<file path="config.mk">
export PLATFORM = sky130hd
export DESIGN_NAME = dma_beat_packer
export DESIGN_NICKNAME = d
export VERILOG_FILES = /design/src/common/gemm_pkg.sv /design/src/dma/dma_beat_packer.sv
export SDC_FILE = /design/constraint.sdc
export NUM_CORES = 1
export LEC_CHECK = 0
export ABC_CLOCK_PERIOD_IN_PS = 2000
export BUFFER_PORTS_ARGS = -buffer_cell sky130_fd_sc_hd__buf_2
export CELL_PAD_IN_SITES_DETAIL_PLACEMENT = 0
export CELL_PAD_IN_SITES_GLOBAL_PLACEMENT = 1
export CORE_ASPECT_RATIO = 1.25
export CORE_MARGIN = 2
export CORE_UTILIZATION = 39
export DETAILED_ROUTE_END_ITERATION = 6
export PLACE_DENSITY_LB_ADDON = 0.1
export SETUP_SLACK_MARGIN = 0.15
export SLEW_MARGIN = 15
export SYNTH_ARGS = -nofsm -noshare
export SYNTH_HDL_FRONTEND = slang
export SYNTH_SLANG_ARGS = --single-unit
</file>
<file path="constraint.sdc">
create_clock -name clk -period 2 [get_ports clk]
set_clock_uncertainty 0.2 [all_clocks]
set_input_delay 0 -clock clk [delete_from_list [all_inputs] [get_ports clk]]
set_output_delay 0 -clock clk [all_outputs]
set_load 0.02 [all_outputs]
</file>
<file path="src/common/gemm_pkg.sv">
// shared definitions for the matrix-multiply accelerator
// AXI field encodings and the read transaction IDs of the two operand matrices

`default_nettype none

package gemm_pkg;

    // bus geometry
    localparam int AXI_ID_W   = 4;
    localparam int AXI_ADDR_W = 32;

    // AXI burst type and beat size codes
    localparam logic [1:0] AXI_BURST_INCR = 2'b01;
    localparam logic [2:0] AXI_SIZE_4B    = 3'b010;

    // write response code
    localparam logic [1:0] AXI_RESP_OKAY  = 2'b00;

    // one read ID per operand matrix
    localparam logic [AXI_ID_W-1:0] ID_MAT_A = 4'd0;
    localparam logic [AXI_ID_W-1:0] ID_MAT_B = 4'd1;

endpackage

`default_nettype wire

</file>
<file path="src/dma/dma_beat_packer.sv">
// read beat packer
// collects the R beats of one transaction ID into buffer rows and writes
// each row once its last beat has arrived

`timescale 1ns/100ps
`default_nettype none

module dma_beat_packer #(
    parameter int DW       = 32,
    parameter int SA_WIDTH = 4,
    parameter int BUF_AW   = 2,
    parameter logic [gemm_pkg::AXI_ID_W-1:0] ID = gemm_pkg::ID_MAT_A
) (
    input  wire                           clk,
    input  wire                           rst_n,
    input  wire                           start_i,
    input  wire                           rvalid_i,
    input  wire                           rready_i,
    input  wire [gemm_pkg::AXI_ID_W-1:0]  rid_i,
    input  wire [DW-1:0]                  rdata_i,
    input  wire                           rlast_i,
    output logic                          wren_o,
    output logic [BUF_AW-1:0]             waddr_o,
    output logic [SA_WIDTH*DW-1:0]        wdata_o,
    output logic                          last_seen_o
);

    localparam int ROW_W = SA_WIDTH * DW;
    localparam int CNT_W = $clog2(SA_WIDTH);

    logic             beat_ok;
    logic             row_done;
    logic [CNT_W-1:0] beat_cnt_q;
    logic [ROW_W-1:0] row_q;

    // accepted beat that belongs to this matrix
    assign beat_ok  = rvalid_i && rready_i && (rid_i == ID);
    assign row_done = beat_ok && (beat_cnt_q == CNT_W'(SA_WIDTH - 1));

    always_ff @(posedge clk) begin
        if (!rst_n) begin
            beat_cnt_q  <= '0;
            wren_o      <= 1'b0;
            waddr_o     <= '0;
            last_seen_o <= 1'b0;
        end else begin
            wren_o <= row_done;
            if (beat_ok) begin
                beat_cnt_q <= row_done ? '0 : beat_cnt_q + 1'b1;
            end
            if (start_i) begin
                waddr_o <= '0;
            end else if (wren_o) begin
                waddr_o <= waddr_o + 1'b1;
            end
            if (start_i) begin
                last_seen_o <= 1'b0;
            end else if (beat_ok && rlast_i) begin
                last_seen_o <= 1'b1;
            end
        end
    end

    // first beat of a row lands in element 0
    always_ff @(posedge clk) begin
        if (beat_ok) begin
            row_q <= {rdata_i, row_q[ROW_W-1:DW]};
        end
    end

    assign wdata_o = row_q;

    a_no_beat_after_last: assert property (@(posedge clk) disable iff (!rst_n)
        last_seen_o && !start_i |-> !beat_ok);

endmodule

`default_nettype wire

</file>
* After elaboration in Yosys (flattened, before gate mapping)
Index checks and enable logic that the tools add are counted.
Word-level totals: flip-flop bits (word level) 134
Operators by class: add/sub/neg operators 2, eq/ne operators 1, mux-type cells 1, bitwise logic cells 1, reduce and logical (&&, ||, !) cells 6
Operators with widths (count):
- $add A2 B1 Y2 const B | 2
- $logic_and A1 B1 Y1 | 4
- $logic_not A4 Y1 | 1
- $eq A2 B2 Y1 const B | 1
- $mux W2 | 1
- $reduce_or A2 Y1 | 1
- $not A1 Y1 | 1

* Logic depth before layout (Yosys ltp)
depth in word-level cells 4, gate-level depth with buffers 4, mapped depth without buffers 4

* Least setup slack after synthesis
OpenSTA, ideal clock, no wires.
path kind input port to flip-flop, from input rid_i[1] in the netlist's numbering, to register row_q[0] (netlist: wdata_o[0]) (enable), data arrival time 1.140 ns, data required time 1.414 ns, setup slack 0.274 ns, cell stages on the path 3, path buffers 1, cells stage by stage nor4_2 and3_1 buf_6
On the way: longest elaborated chain between the ends 2
Ends and longest elaborated chain:
- from (decl) | line dma_beat_packer.sv:19 | input wire [gemm_pkg::AXI_ID_W-1:0] rid_i,
- $logic_not A4 Y1 | line dma_beat_packer.sv:37 | assign beat_ok = rvalid_i && rready_i && (rid_i == ID);
- $logic_and A1 B1 Y1 | line dma_beat_packer.sv:37
- via beat_ok | line dma_beat_packer.sv:31 | logic beat_ok;
- to (signal assigned) | line dma_beat_packer.sv:67 | row_q <= {rdata_i, row_q[ROW_W-1:DW]};
- to (decl) | line dma_beat_packer.sv:34 | logic [ROW_W-1:0] row_q;
The timed path passes the listed nets, and every way through them passes these cells. A chain may end at the register's enable or synchronous reset.

==> run metrics <==
Critical-path top delay cell dlygate4sd3_1; Hold Path Cell Cnt 4; global-route usage over all layers 13.1%; slowest stage delay, CP slightly below 600 ps; asr flop ratio synth 0%; leak pwr between 2 and 2.5 nW; crit share post-route 70.0%; Reg2Reg Setup Slack around 600 ps; Initial Utilization between 40% and 50%; Port Buffers 173; YS warnings 0; GPL Wtd Cong about 0.68; share of the synthesized area in the top cell type a little over nine tenths; TritonRoute pass-1 iters 4; Synth Net Count 197; TritonCTS buffer count 17; layout cells sized above 1 a little over half; crit path DAT between 1000 and 1500 ps; total core area around 10000 um2; CTS tree built; Distinct cells, synth 13; Synth Register Bits approximately 130; most common flop cell mapped by yosys edfxtp_1; Clock Pin Slew Worst Setup and Hold Paths roughly 50 ps; post-cts sizing count 0; Max FO, Critical Path 2; ant diodes 0; DP Worst Slack approximately 420 ps; final worst slack 599 ps; hold_ws between 60 and 70 ps; # setup viols final 0; Setup Crit Path Kind reg -> reg; CP cell instances a41oi_1 -> dlygate4sd3_1 -> nor2_1; CP Launch Type register; num ports roughly 170; top layer in use met4; Final Critical Period 1400 ps; synth-to-layout area growth 50.3%; post-DR vias/cell approximately 4.3; largest net degree at the start of global routing 72; Crit. End Element register; Root Buffer clkbuf_16; met2 routed WL 3810 um; clk buf depth 2; Routed WL roughly 7500 um; die footprint 11400 um2; Metal-1 WL 2970 um; H-tree depth 4; worst min path class in -> reg; met3 wire len between 600 and 700 um; Reg2Reg Depth 3; Mapped Area 4100 um2; GRT overflow 0; Post-DRT Antenna Nets 0; Synth Area per Inst 26.6 um2; Avg WL per Cell 14.4 um; unrepaired setup endpoints after global routing no; FP Rows just over 40; via count of the routed design 2249; VDD IR max between 0.0006 and 0.0007 V; post-synthesis sequential area ratio 96.7%; antenna violations before repair 0; vias in the first global route between 2000 and 2500; f_max a little over 0.7 GHz; Synth area leaders edfxtp_1 94%, dfxtp_1 2.9%, mux2i_1 0.49%; commonest cells in the netlist 128 x edfxtp_1, 6 x dfxtp_1, 5 x nand2_1; setup TNS 0 ps; Slew Limit Headroom between 70% and 80%; Gate Count Post-Synth 154; first-pass GRT wire length 10700 um; post-synth top area cell edfxtp_1; nets 426; status completed; most frequent cell after synthesis edfxtp_1; Worst-Margin Slew approximately 380 ps; clock latency on the worst-skew pair approximately 400 ps; drt initial violations 94; max-slew violation count 0; CP required ~2100 ps; Die H between 100 and 150 um; clk sinks 134; pwr/cell area ~1000 nW/um2; Fillers about 800; Die Wd ~96 um; final hold violation count 0; DRC violations left 0; number of max-cap violations 0; Post-synth EDFFs 128
[state kept, by name (all words and copies together), names as in the netlist]
| name | flops |
|---|---|
| last_seen_o | 1 |
| wren_o | 1 |
| wdata_o | 128 |
| beat_cnt_q | 2 |
| waddr_o | 2 |
[cells in the final DEF (no fill, tap or decap), types with 2 or more instances in the layout]
cell / Yosys / routed
buf_2: 0 / 173
edfxtp_1: 128 / 128
dlygate4sd3_1: 0 / 36
clkbuf_16: 0 / 17
dfxtp_1: 6 / 6
nand2_1: 5 / 5
nor2_1: 4 / 4
bufinv_16: 0 / 4
clkinv_2: 0 / 3
clkinvlp_4: 0 / 3
clkbuf_8: 0 / 3
mux2i_1: 2 / 2
clkinv_4: 0 / 2
buf_12: 0 / 2
[per-layer routing]
metal	vias to the layer above	GRT usage (%)
met5	-	0
met4	0	7.50
met3	12	5.23
met2	106	20.6
met1	1058	15.0
li1	1073	-
[final cells by class]
class,instances,area (um2),area share [%]
Clock buffer,20,467,7.57
Timing Repair Buffer,211,1270,20.5
Sequential cell,134,3960,64.3
Multi-Input combinational cell,19,129,2.09
Clock inverter,12,175,2.84
Tap cell,129,161,2.62
[worst max-delay path, delay by kind of cell, from the launching register on]
family,cells,cell delay [ps]
flip-flops,1,320
AND/OR/NAND/NOR,1,40
AO/OA/AOI/OAI,1,160
buffers and inverters,1,580
[final timing paths]
check                                 start             to
worst max-delay path            last_seen_o    last_seen_o
worst max register to register  last_seen_o    last_seen_o
worst min register to register  wdata_o[69]    wdata_o[37]
worst min-delay path               rready_i  beat_cnt_q[1]
[stage by stage]
| stage | cell area, um2 | instances | power (mW) | util (%) |
|---|---|---|---|---|
| floorplan | 4100 | 154 | 3.14 | - |
| global placement | 5160 | 457 | 3.19 | 50.8 |
| detailed placement | 5160 | 457 | 3.19 | 50.8 |
| CTS | 6160 | 525 | 6.53 | 60.7 |
| global route | 6160 | 525 | 6.65 | 60.7 |
| finish | 6160 | 525 | 6.45 | 60.7 |
[logic make-up (layout without fill, tap and decap cells)]
family	count (synthesis)	count (layout)	synth area share [%]
and+or+nand+nor	13	13	1.59
buffers and inverters	1	243	0.275
muxes	2	2	0.488
adders and majority gates	1	1	0.305
AOI/OAI and AO/OA	1	1	0.214
DFF	134	134	96.7
xor gates and xnor gates	2	2	0.427
[what timing repair did]
action | 4_1_cts | 5_1_grt
setup buffers | 0 | 0
setup endpoints to repair | 0 | 0
hold buffers | 36 | 0
hold endpoints to repair | 38 | 0
[report_power, final]
group / switching [mW] / internal, mW / leakage (nW) / total [mW]
sequential: 0.00369 / 3.05 / 1.20 / 3.06
combinational: 0.0466 / 0.0809 / 0.895 / 0.127
clock: 1.08 / 2.18 / 0.308 / 3.26
Power figures use the tool's default switching activity.
