===== src/common/gemm_pkg.sv =====
// shared definitions for the matrix-multiply accelerator
// AXI field encodings and the read transaction IDs of the two operand matrices

`default_nettype none

package gemm_pkg;

    // bus geometry
    localparam int AXI_ID_W   = 4;
    localparam int AXI_ADDR_W = 32;

    // AXI burst type and beat size codes
    localparam logic [1:0] AXI_BURST_INCR = 2'b01;
    localparam logic [2:0] AXI_SIZE_4B    = 3'b010;

    // write response code
    localparam logic [1:0] AXI_RESP_OKAY  = 2'b00;

    // one read ID per operand matrix
    localparam logic [AXI_ID_W-1:0] ID_MAT_A = 4'd0;
    localparam logic [AXI_ID_W-1:0] ID_MAT_B = 4'd1;

endpackage

`default_nettype wire


===== src/dma/dma_engine.sv =====
// DMA engine of the matrix-multiply accelerator
// reads A and B over AXI with both bursts in flight, starts the multiply
// engine, then writes C back with a single write burst

`timescale 1ns/100ps
`default_nettype none

module dma_engine #(
    parameter int DW       = 32,
    parameter int SA_WIDTH = 4
) (
    input  wire                             clk,
    input  wire                             rst_n,
    // configuration
    input  wire [gemm_pkg::AXI_ADDR_W-1:0]  mat_a_addr_i,
    input  wire [gemm_pkg::AXI_ADDR_W-1:0]  mat_b_addr_i,
    input  wire [gemm_pkg::AXI_ADDR_W-1:0]  mat_c_addr_i,
    input  wire                             start_i,
    output logic                            done_o,
    // AR channel
    output logic                            arvalid_o,
    input  wire                             arready_i,
    output logic [gemm_pkg::AXI_ID_W-1:0]   arid_o,
    output logic [gemm_pkg::AXI_ADDR_W-1:0] araddr_o,
    output logic [7:0]                      arlen_o,
    output logic [2:0]                      arsize_o,
    output logic [1:0]                      arburst_o,
    // R channel handshake
    input  wire                             rvalid_i,
    output logic                            rready_o,
    // AW channel
    output logic                            awvalid_o,
    input  wire                             awready_i,
    output logic [gemm_pkg::AXI_ID_W-1:0]   awid_o,
    output logic [gemm_pkg::AXI_ADDR_W-1:0] awaddr_o,
    output logic [7:0]                      awlen_o,
    output logic [2:0]                      awsize_o,
    output logic [1:0]                      awburst_o,
    // W channel
    output logic                            wvalid_o,
    input  wire                             wready_i,
    output logic [DW-1:0]                   wdata_o,
    output logic [DW/8-1:0]                 wstrb_o,
    output logic                            wlast_o,
    // B channel
    input  wire                             bvalid_i,
    output logic                            bready_o,
    input  wire [1:0]                       bresp_i,
    // packers and multiply engine
    input  wire                             rlast_seen_a_i,
    input  wire                             rlast_seen_b_i,
    output logic                            mm_start_o,
    input  wire                             mm_done_i,
    input  wire [SA_WIDTH*SA_WIDTH*(2*DW+1)-1:0] accum_i
);

    localparam int ACC_W  = 2 * DW + 1;
    localparam int NUM_EL = SA_WIDTH * SA_WIDTH;
    localparam int BEAT_W = $clog2(NUM_EL);
    localparam logic [7:0] BURST_LEN = 8'(NUM_EL - 1);

    typedef enum logic [3:0] {
        S_IDLE, S_ADDR_A, S_ADDR_B, S_LOAD, S_START,
        S_WAIT_MM, S_ADDR_C, S_WRITE_C, S_RESP
    } state_t;

    state_t            state_q;
    state_t            state_d;
    logic [BEAT_W-1:0] beat_q;
    logic              w_fire;
    logic              last_beat;

    assign w_fire    = wvalid_o && wready_i;
    assign last_beat = (beat_q == BEAT_W'(NUM_EL - 1));

    always_comb begin
        state_d = state_q;
        case (state_q)
            S_IDLE:    if (start_i) state_d = S_ADDR_A;
            S_ADDR_A:  if (arready_i) state_d = S_ADDR_B;
            S_ADDR_B:  if (arready_i) state_d = S_LOAD;
            // both bursts fully received and the last rows written
            S_LOAD:    if (rlast_seen_a_i && rlast_seen_b_i) state_d = S_START;
            S_START:   state_d = S_WAIT_MM;
            S_WAIT_MM: if (mm_done_i) state_d = S_ADDR_C;
            S_ADDR_C:  if (awready_i) state_d = S_WRITE_C;
            S_WRITE_C: if (w_fire && last_beat) state_d = S_RESP;
            S_RESP:    if (bvalid_i) state_d = S_IDLE;
            default:   state_d = S_IDLE;
        endcase
    end

    always_ff @(posedge clk) begin
        if (!rst_n) begin
            state_q <= S_IDLE;
            beat_q  <= '0;
            done_o  <= 1'b0;
        end else begin
            state_q <= state_d;
            done_o  <= (state_q == S_RESP) && bvalid_i;
            if (state_q == S_ADDR_C) begin
                beat_q <= '0;
            end else if (w_fire) begin
                beat_q <= beat_q + 1'b1;
            end
        end
    end

    // read requests, A first then B
    assign arvalid_o = (state_q == S_ADDR_A) || (state_q == S_ADDR_B);
    assign arid_o    = (state_q == S_ADDR_B) ? gemm_pkg::ID_MAT_B : gemm_pkg::ID_MAT_A;
    assign araddr_o  = (state_q == S_ADDR_B) ? mat_b_addr_i : mat_a_addr_i;
    assign arlen_o   = BURST_LEN;
    assign arsize_o  = gemm_pkg::AXI_SIZE_4B;
    assign arburst_o = gemm_pkg::AXI_BURST_INCR;

    // A beats may already return while B is being requested
    assign rready_o = ((state_q == S_ADDR_B) || (state_q == S_LOAD))
                      && !(rlast_seen_a_i && rlast_seen_b_i);

    assign mm_start_o = (state_q == S_START);

    // single write stream, ID 0
    assign awvalid_o = (state_q == S_ADDR_C);
    assign awid_o    = '0;
    assign awaddr_o  = mat_c_addr_i;
    assign awlen_o   = BURST_LEN;
    assign awsize_o  = gemm_pkg::AXI_SIZE_4B;
    assign awburst_o = gemm_pkg::AXI_BURST_INCR;

    // C in row-major order, low DW bits of each accumulator
    assign wvalid_o = (state_q == S_WRITE_C);
    assign wdata_o  = accum_i[beat_q*ACC_W +: DW];
    assign wstrb_o  = '1;
    assign wlast_o  = wvalid_o && last_beat;

    assign bready_o = (state_q == S_RESP);

    a_ar_stable: assert property (@(posedge clk) disable iff (!rst_n)
        arvalid_o && !arready_i |=> arvalid_o && $stable(arid_o));

    a_bresp_okay: assert property (@(posedge clk) disable iff (!rst_n)
        bvalid_i |-> bresp_i == gemm_pkg::AXI_RESP_OKAY);

    a_mm_done_wait: assert property (@(posedge clk) disable iff (!rst_n)
        mm_done_i |-> state_q == S_WAIT_MM);

    // read data only while a read burst is outstanding
    a_r_window: assert property (@(posedge clk) disable iff (!rst_n)
        rvalid_i |-> (state_q == S_ADDR_B) || (state_q == S_LOAD));

endmodule

`default_nettype wire


===== config.mk =====
export PLATFORM = sky130hd
export DESIGN_NAME = dma_engine
export DESIGN_NICKNAME = d
export VERILOG_FILES = /design/src/common/gemm_pkg.sv /design/src/dma/dma_engine.sv
export SDC_FILE = /design/constraint.sdc
export NUM_CORES = 1
export LEC_CHECK = 0
export BUFFER_PORTS_ARGS = -buffer_cell sky130_fd_sc_hd__buf_2
export CAP_MARGIN = 10
export CELL_PAD_IN_SITES_DETAIL_PLACEMENT = 1
export CELL_PAD_IN_SITES_GLOBAL_PLACEMENT = 1
export CORE_AREA = 3 3 496 498
export DETAILED_ROUTE_END_ITERATION = 8
export DIE_AREA = 0 0 499 501
export PLACE_DENSITY_LB_ADDON = 0.1
export REMOVE_ABC_BUFFERS = 1
export SKIP_CTS_REPAIR_TIMING = 1
export SLEW_MARGIN = 30
export SYNTH_ARGS = -nofsm -noshare
export SYNTH_HDL_FRONTEND = slang
export SYNTH_SLANG_ARGS = --single-unit
export TNS_END_PERCENT = 10

===== constraint.sdc =====
create_clock -name clk -period 1.93 [get_ports clk]
set_input_delay 0.386 -clock clk [delete_from_list [all_inputs] [get_ports clk]]
set_output_delay 0.386 -clock clk [all_outputs]
set_load 0.02 [all_outputs]

; Word level (Yosys, flattened, before mapping)
; Index checks and enable logic that the tools add are counted.
[classes]
addsub = 1
n_mul = 1
n_div = 0
order_cmp = 0
eq_ne = 17
shift = 1
muxes = 11
n_bitwise = 1
n_reduce_logical = 12
[op_table]
columns = cell, count
row1 = $shiftx 1040x12->32, 1
row2 = $pmux 4 s9, 1
row3 = $mux 32, 1
row4 = $mux 4, 8
row5 = $eq 4x3->1 const B, 4
row6 = $mul 4x7->11 const B, 1
row7 = $ne 2x2->1 const B, 5
row8 = $eq 4x2->1 const B, 2
row9 = $eq 4x4->1 const B, 2
row10 = $reduce_and 8->1, 1
row11 = $logic_and 1x1->1, 6
row12 = $ne 2x1->1 const B, 3
row13 = $add 4x1->4 const B, 1
row14 = $eq 4x1->1 const B, 1
row15 = $logic_not 4->1, 1
row16 = $logic_or 1x1->1, 2
row17 = $reduce_or 2->1, 1
row18 = $logic_not 1->1, 1
row19 = $mux 1, 1
row20 = $not 1->1, 1
[word_totals]
regBits = 9
latch_bits = 0
mem_bits_rw = 0
mem_bits_ro = 0
input_bits = 1149
out_inout_bits = 142
elab_cells = 47
memories = 0

; Longest topological paths before layout
[depth]
word_depth = 5
mapped_depth = 7
mapped_depth_nobuf = 6

; Least setup slack after synthesis
; No wires, ideal clock.
[synth_timing]
kind = flip-flop to output port
startpoint = reg beat_q[0]
endpoint = out wdata_o[10]
t_arrival_ns = 1.801
required_ns = 1.544
path_slack_ns = -0.257
path_stages_with_launch = 7
path_buffers = 3
cell_sequence = dfxtp_1 -> buf_2 -> buf_4 -> buf_2 -> mux4_2 -> a211oi_1 -> a21oi_1
[synth_via]
elab_chain_len = 2
[synth_lines]
columns = element, line
row1 = start: declaration, dma_engine.sv:69  ; logic [BEAT_W-1:0] beat_q;
row2 = start signal: assignment, dma_engine.sv:104  ; beat_q <= beat_q + 1'b1;
row3 = $mul 4x7->11, dma_engine.sv:133  ; assign wdata_o = accum_i[beat_q*ACC_W +: DW];
row4 = $shiftx 1040x12->32, dma_engine.sv:133
row5 = end: declaration, dma_engine.sv:42  ; output logic [DW-1:0] wdata_o,
; Every way passes these cells.

; Final worst setup path
[layout_timing]
startpoint = reg beat_q[0]
endpoint = out wdata_o[31]
; Same word-level chain as after synthesis.

==> run_results.csv <==
group,metric,value,unit
outcome,run_status,"finished, violations left",
layout,fillCellCount,28800,
synth,ys_warn_count,0,
route,wl_per_cell,19.7,um
power_and_ir_drop,cellPowerDensity,237,nW/um2
timing,timing.hold.ws,0.397,ns
route,vias_per_std_cell,1.79,
min_path,worst_hold_check_path_type,"input pin to flop",
timing,grt_setup_unrepaired,"yes",
placement,buffer_ports.inserted,658,
synth,yosysSeqAreaShare,3.25,%
power_and_ir_drop,sw_frac_of_total,45.8,%
layout,area_growth_syn_to_layout,164,%
floorplanning,floorplan.initialDensity,2.29,%
clocking,clock_tree.root_cell,"sky130_fd_sc_hd__clkbuf_16",
synth,synth_edf_count,0,
global_routing,wire_length_of_the_first_global_routing_pass,103000,um
timing,fmax,371,MHz
placement,place.detailed.instances,4360,
timing,timing.final.crit_share,140,%
synth,postSynthCellCount,476,
route,routed-via-count,7898,
setup_path,required,1.54,ns
placement,globalplace.congestion,0.784,
timing,slew_violations,0,
layout,fin_nets,2346,
power_and_ir_drop,power.share.sequential,7.1,%
layout,layout_commonest_cell,"sky130_fd_sc_hd__buf_2",
clocking,cts.clk_slew.worst_paths,0.05,ns
setup_path,end_kind,"primary output",
synth,flip_flop_cell_with_the_highest_count_after_synthesis,"sky130_fd_sc_hd__dfxtp_1",
layout,stdcell_count,4415,
setup_path,worstPathCellList,"buf_12, buf_16, buf_12, clkbuf_16, mux4_2, nor2b_4, a211oi_2, a21oi_1, buf_4",
power_and_ir_drop,net_sw_power,1.59,mW
floorplanning,die-width,499,um
power_and_ir_drop,combinationalPowerShare,80.6,%
power_and_ir_drop,intPower,1.88,mW
timing,timing.final.hold_violations,0,
layout,layout_common_cells,"630 x sky130_fd_sc_hd__buf_2, 128 x sky130_fd_sc_hd__mux4_2, 95 x sky130_fd_sc_hd__buf_4",
min_path,worstHoldStart,"bvalid_i",
setup_path,worst-r2r-cell-count,8,
setup_path,critPathSlowestCell,"sky130_fd_sc_hd__mux4_2",
timing,fin_skew,0.00400,ns
setup_path,regToRegEndpoint,"state_q[1]$_SDFFE_PN0P_",
power_and_ir_drop,max-vdd-ir-drop,0.000184,V
layout,post-route-util,6.04,%
clocking,cts_tree,"done",
synth,post_synth_instance_area,5540,um2
setup_path,timing.critical_path.slowest_cell_delay,0.49,ns
clocking,worst_skew_pair.late_latency,0.26,ns
job,drv_cap,0,
global_routing,total_global_routing_overflow,0,
placement,dpl_worst_slack,-0.775,ns
synth,synth_seq_cells,9,
timing,setup_ws,-0.764,ns
placement,hpwlAfterDp,79500,um
timing,period_minus_slack,2.69,ns
clocking,cts_buffer_depth,2,
layout,final_layout_size_suffix_gt1_share,84.9,%
setup_path,critPathKind,"flop to primary output",
route,drc_errors,0,
global_routing,initial_antenna_violation_count,70,
power_and_ir_drop,leakage,5.03,nW
outcome,failing_checks,"negative setup slack",
floorplanning,floorplan.io_pins,1291,
power_and_ir_drop,design_power_total,3.47,mW
global_routing,vias_in_the_first_global_route,8717,
setup_path,critical_path.most_common_cell,"sky130_fd_sc_hd__buf_12",
setup_path,reg2reg_setup_slack,-0.06,ns
min_path,timing.hold.worst_path_depth,2,
clocking,clock_tree.htree_level_count,1,
synth,synth.lib_cells_used.distinct,42,
global_routing,grt_max_degree,25,
floorplanning,fp-row-count,181,
min_path,hold_path_sink,"done_o$_SDFF_PN0_",
synth,async_set_reset_flop_share_out_of_synthesis,0,%
setup_path,worstPathMaxFanout,7,
route,drt-pass1-iter-count,4,
setup_path,critical_path_startpoint,"beat_q[0]$_SDFFE_PP0N_",
floorplanning,design.core.area,243000,um2
floorplanning,die_area,250000,um2
route,residual_antenna_violating_net_count_after_detailed_routing,0,
route,drtIter0Drc,268,
setup_path,crit_arrival,2.31,ns
power_and_ir_drop,power.share.clock,12.4,%
timing,finalSetupViolCount,66,
setup_path,reg_to_reg_start,"beat_q[0]$_SDFFE_PP0N_",
global_routing,gr_util_all_layers,6.41,%
clocking,cts-buffers-inserted,3,
synth,postSynthAreaPerCell,11.6,um2
route,wl,86900,um
floorplanning,die_height,501,um
clocking,cts_num_sinks,9,
setup_path,worst_setup_path_start_kind,"flop",
synth_stat cells, drive strengths merged (2+ instances only):
cell      n  area share, %
mux2     32            6.5
nor2      4           0.27
o21ai     4           0.56
clkbuf   25            1.7
buf      99             13
mux4    128             52
dfxtp     9            3.2
nor4b     3           0.47
nor2b    34            3.8
or3       2           0.23
conb      2           0.14
nand3     4           0.36
mux2i    34            6.1
a211oi   32            4.3
nor3      3           0.36
a21oi    34            3.1
nand2     6           0.41
xor2      2           0.32
nand4     2           0.50
critical path, delay by kind of cell, from the launching register on:
family,cells,cell delay (ns)
muxes,1,0.49
and+or+nand+nor,1,0.14
AOI/OAI and AO/OA,2,0.19
buffers and inverters,5,0.80
DFF,1,0.40
cell families (layout without fill, tap and decap cells):
kind of cell	Yosys count	count (layout)	share of synthesized area, %
other	2	55	0.135
AOI/OAI and AO/OA	74	74	8.71
adders and majority gates	1	1	0.226
and+or+nand+nor	69	69	8.24
DFF	9	9	3.25
buffers and inverters	124	808	14.3
muxes	194	194	64.6
xor gates and xnor gates	3	3	0.474
power groups by stage:
stage / clock [mW] / combinational [mW] / sequential, mW
3_3_place_gp: 0 / 2.79 / 0.241
3_5_place_dp: 0 / 2.77 / 0.241
2_1_floorplan: 0 / 1.14 / 0.282
6_report: 0.430 / 2.80 / 0.246
4_1_cts: 0.473 / 2.79 / 0.238
5_1_grt: 0.473 / 3.04 / 0.250
metrics by stage:
| step | setup TNS [ns] | instance area [um2] |
|---|---|---|
| after floorplan | -238.80 | 4880 |
| after global placement | -19.64 | 13400 |
| after detailed placement | -19.54 | 13400 |
| after CTS | -37.82 | 13500 |
| after global routing | -34.44 | 14600 |
| final | -27.57 | 14600 |
registers in the layout, indices dropped and copies added (netlist names):
name / cells
done_o: 1
beat_q: 4
state_q: 4
worst max-delay path by stage:
stage / slack [ns] / to
3_5_place_dp: -0.78 / wdata_o[13]
5_1_grt: -0.87 / wdata_o[22]
6_report: -0.76 / wdata_o[31]
4_1_cts: -1.07 / wdata_o[13]
3_3_place_gp: -0.78 / wdata_o[13]
2_1_floorplan: -5.11 / wdata_o[0]
final cells by class:
cell class	count	area, um2	area share (%)
antenna	18	45.0	0.308
clock buffer	3	75.1	0.513
clock inverter	1	5.00	0.0342
multi-input combinational	378	5130	35.0
sequential	9	198	1.35
tap	3202	4010	27.4
timing repair buffer	804	5180	35.4
layer usage:
layer	vias to the layer above	global-route usage, %	part of all wire (%)
met5	-	0	0.14
met4	18	4.42	9.1
met3	187	2.46	9.5
met2	586	11.6	50
met1	3776	5.95	32
li1	3331	-	-
No activity file was read; power rests on OpenSTA's default activity.
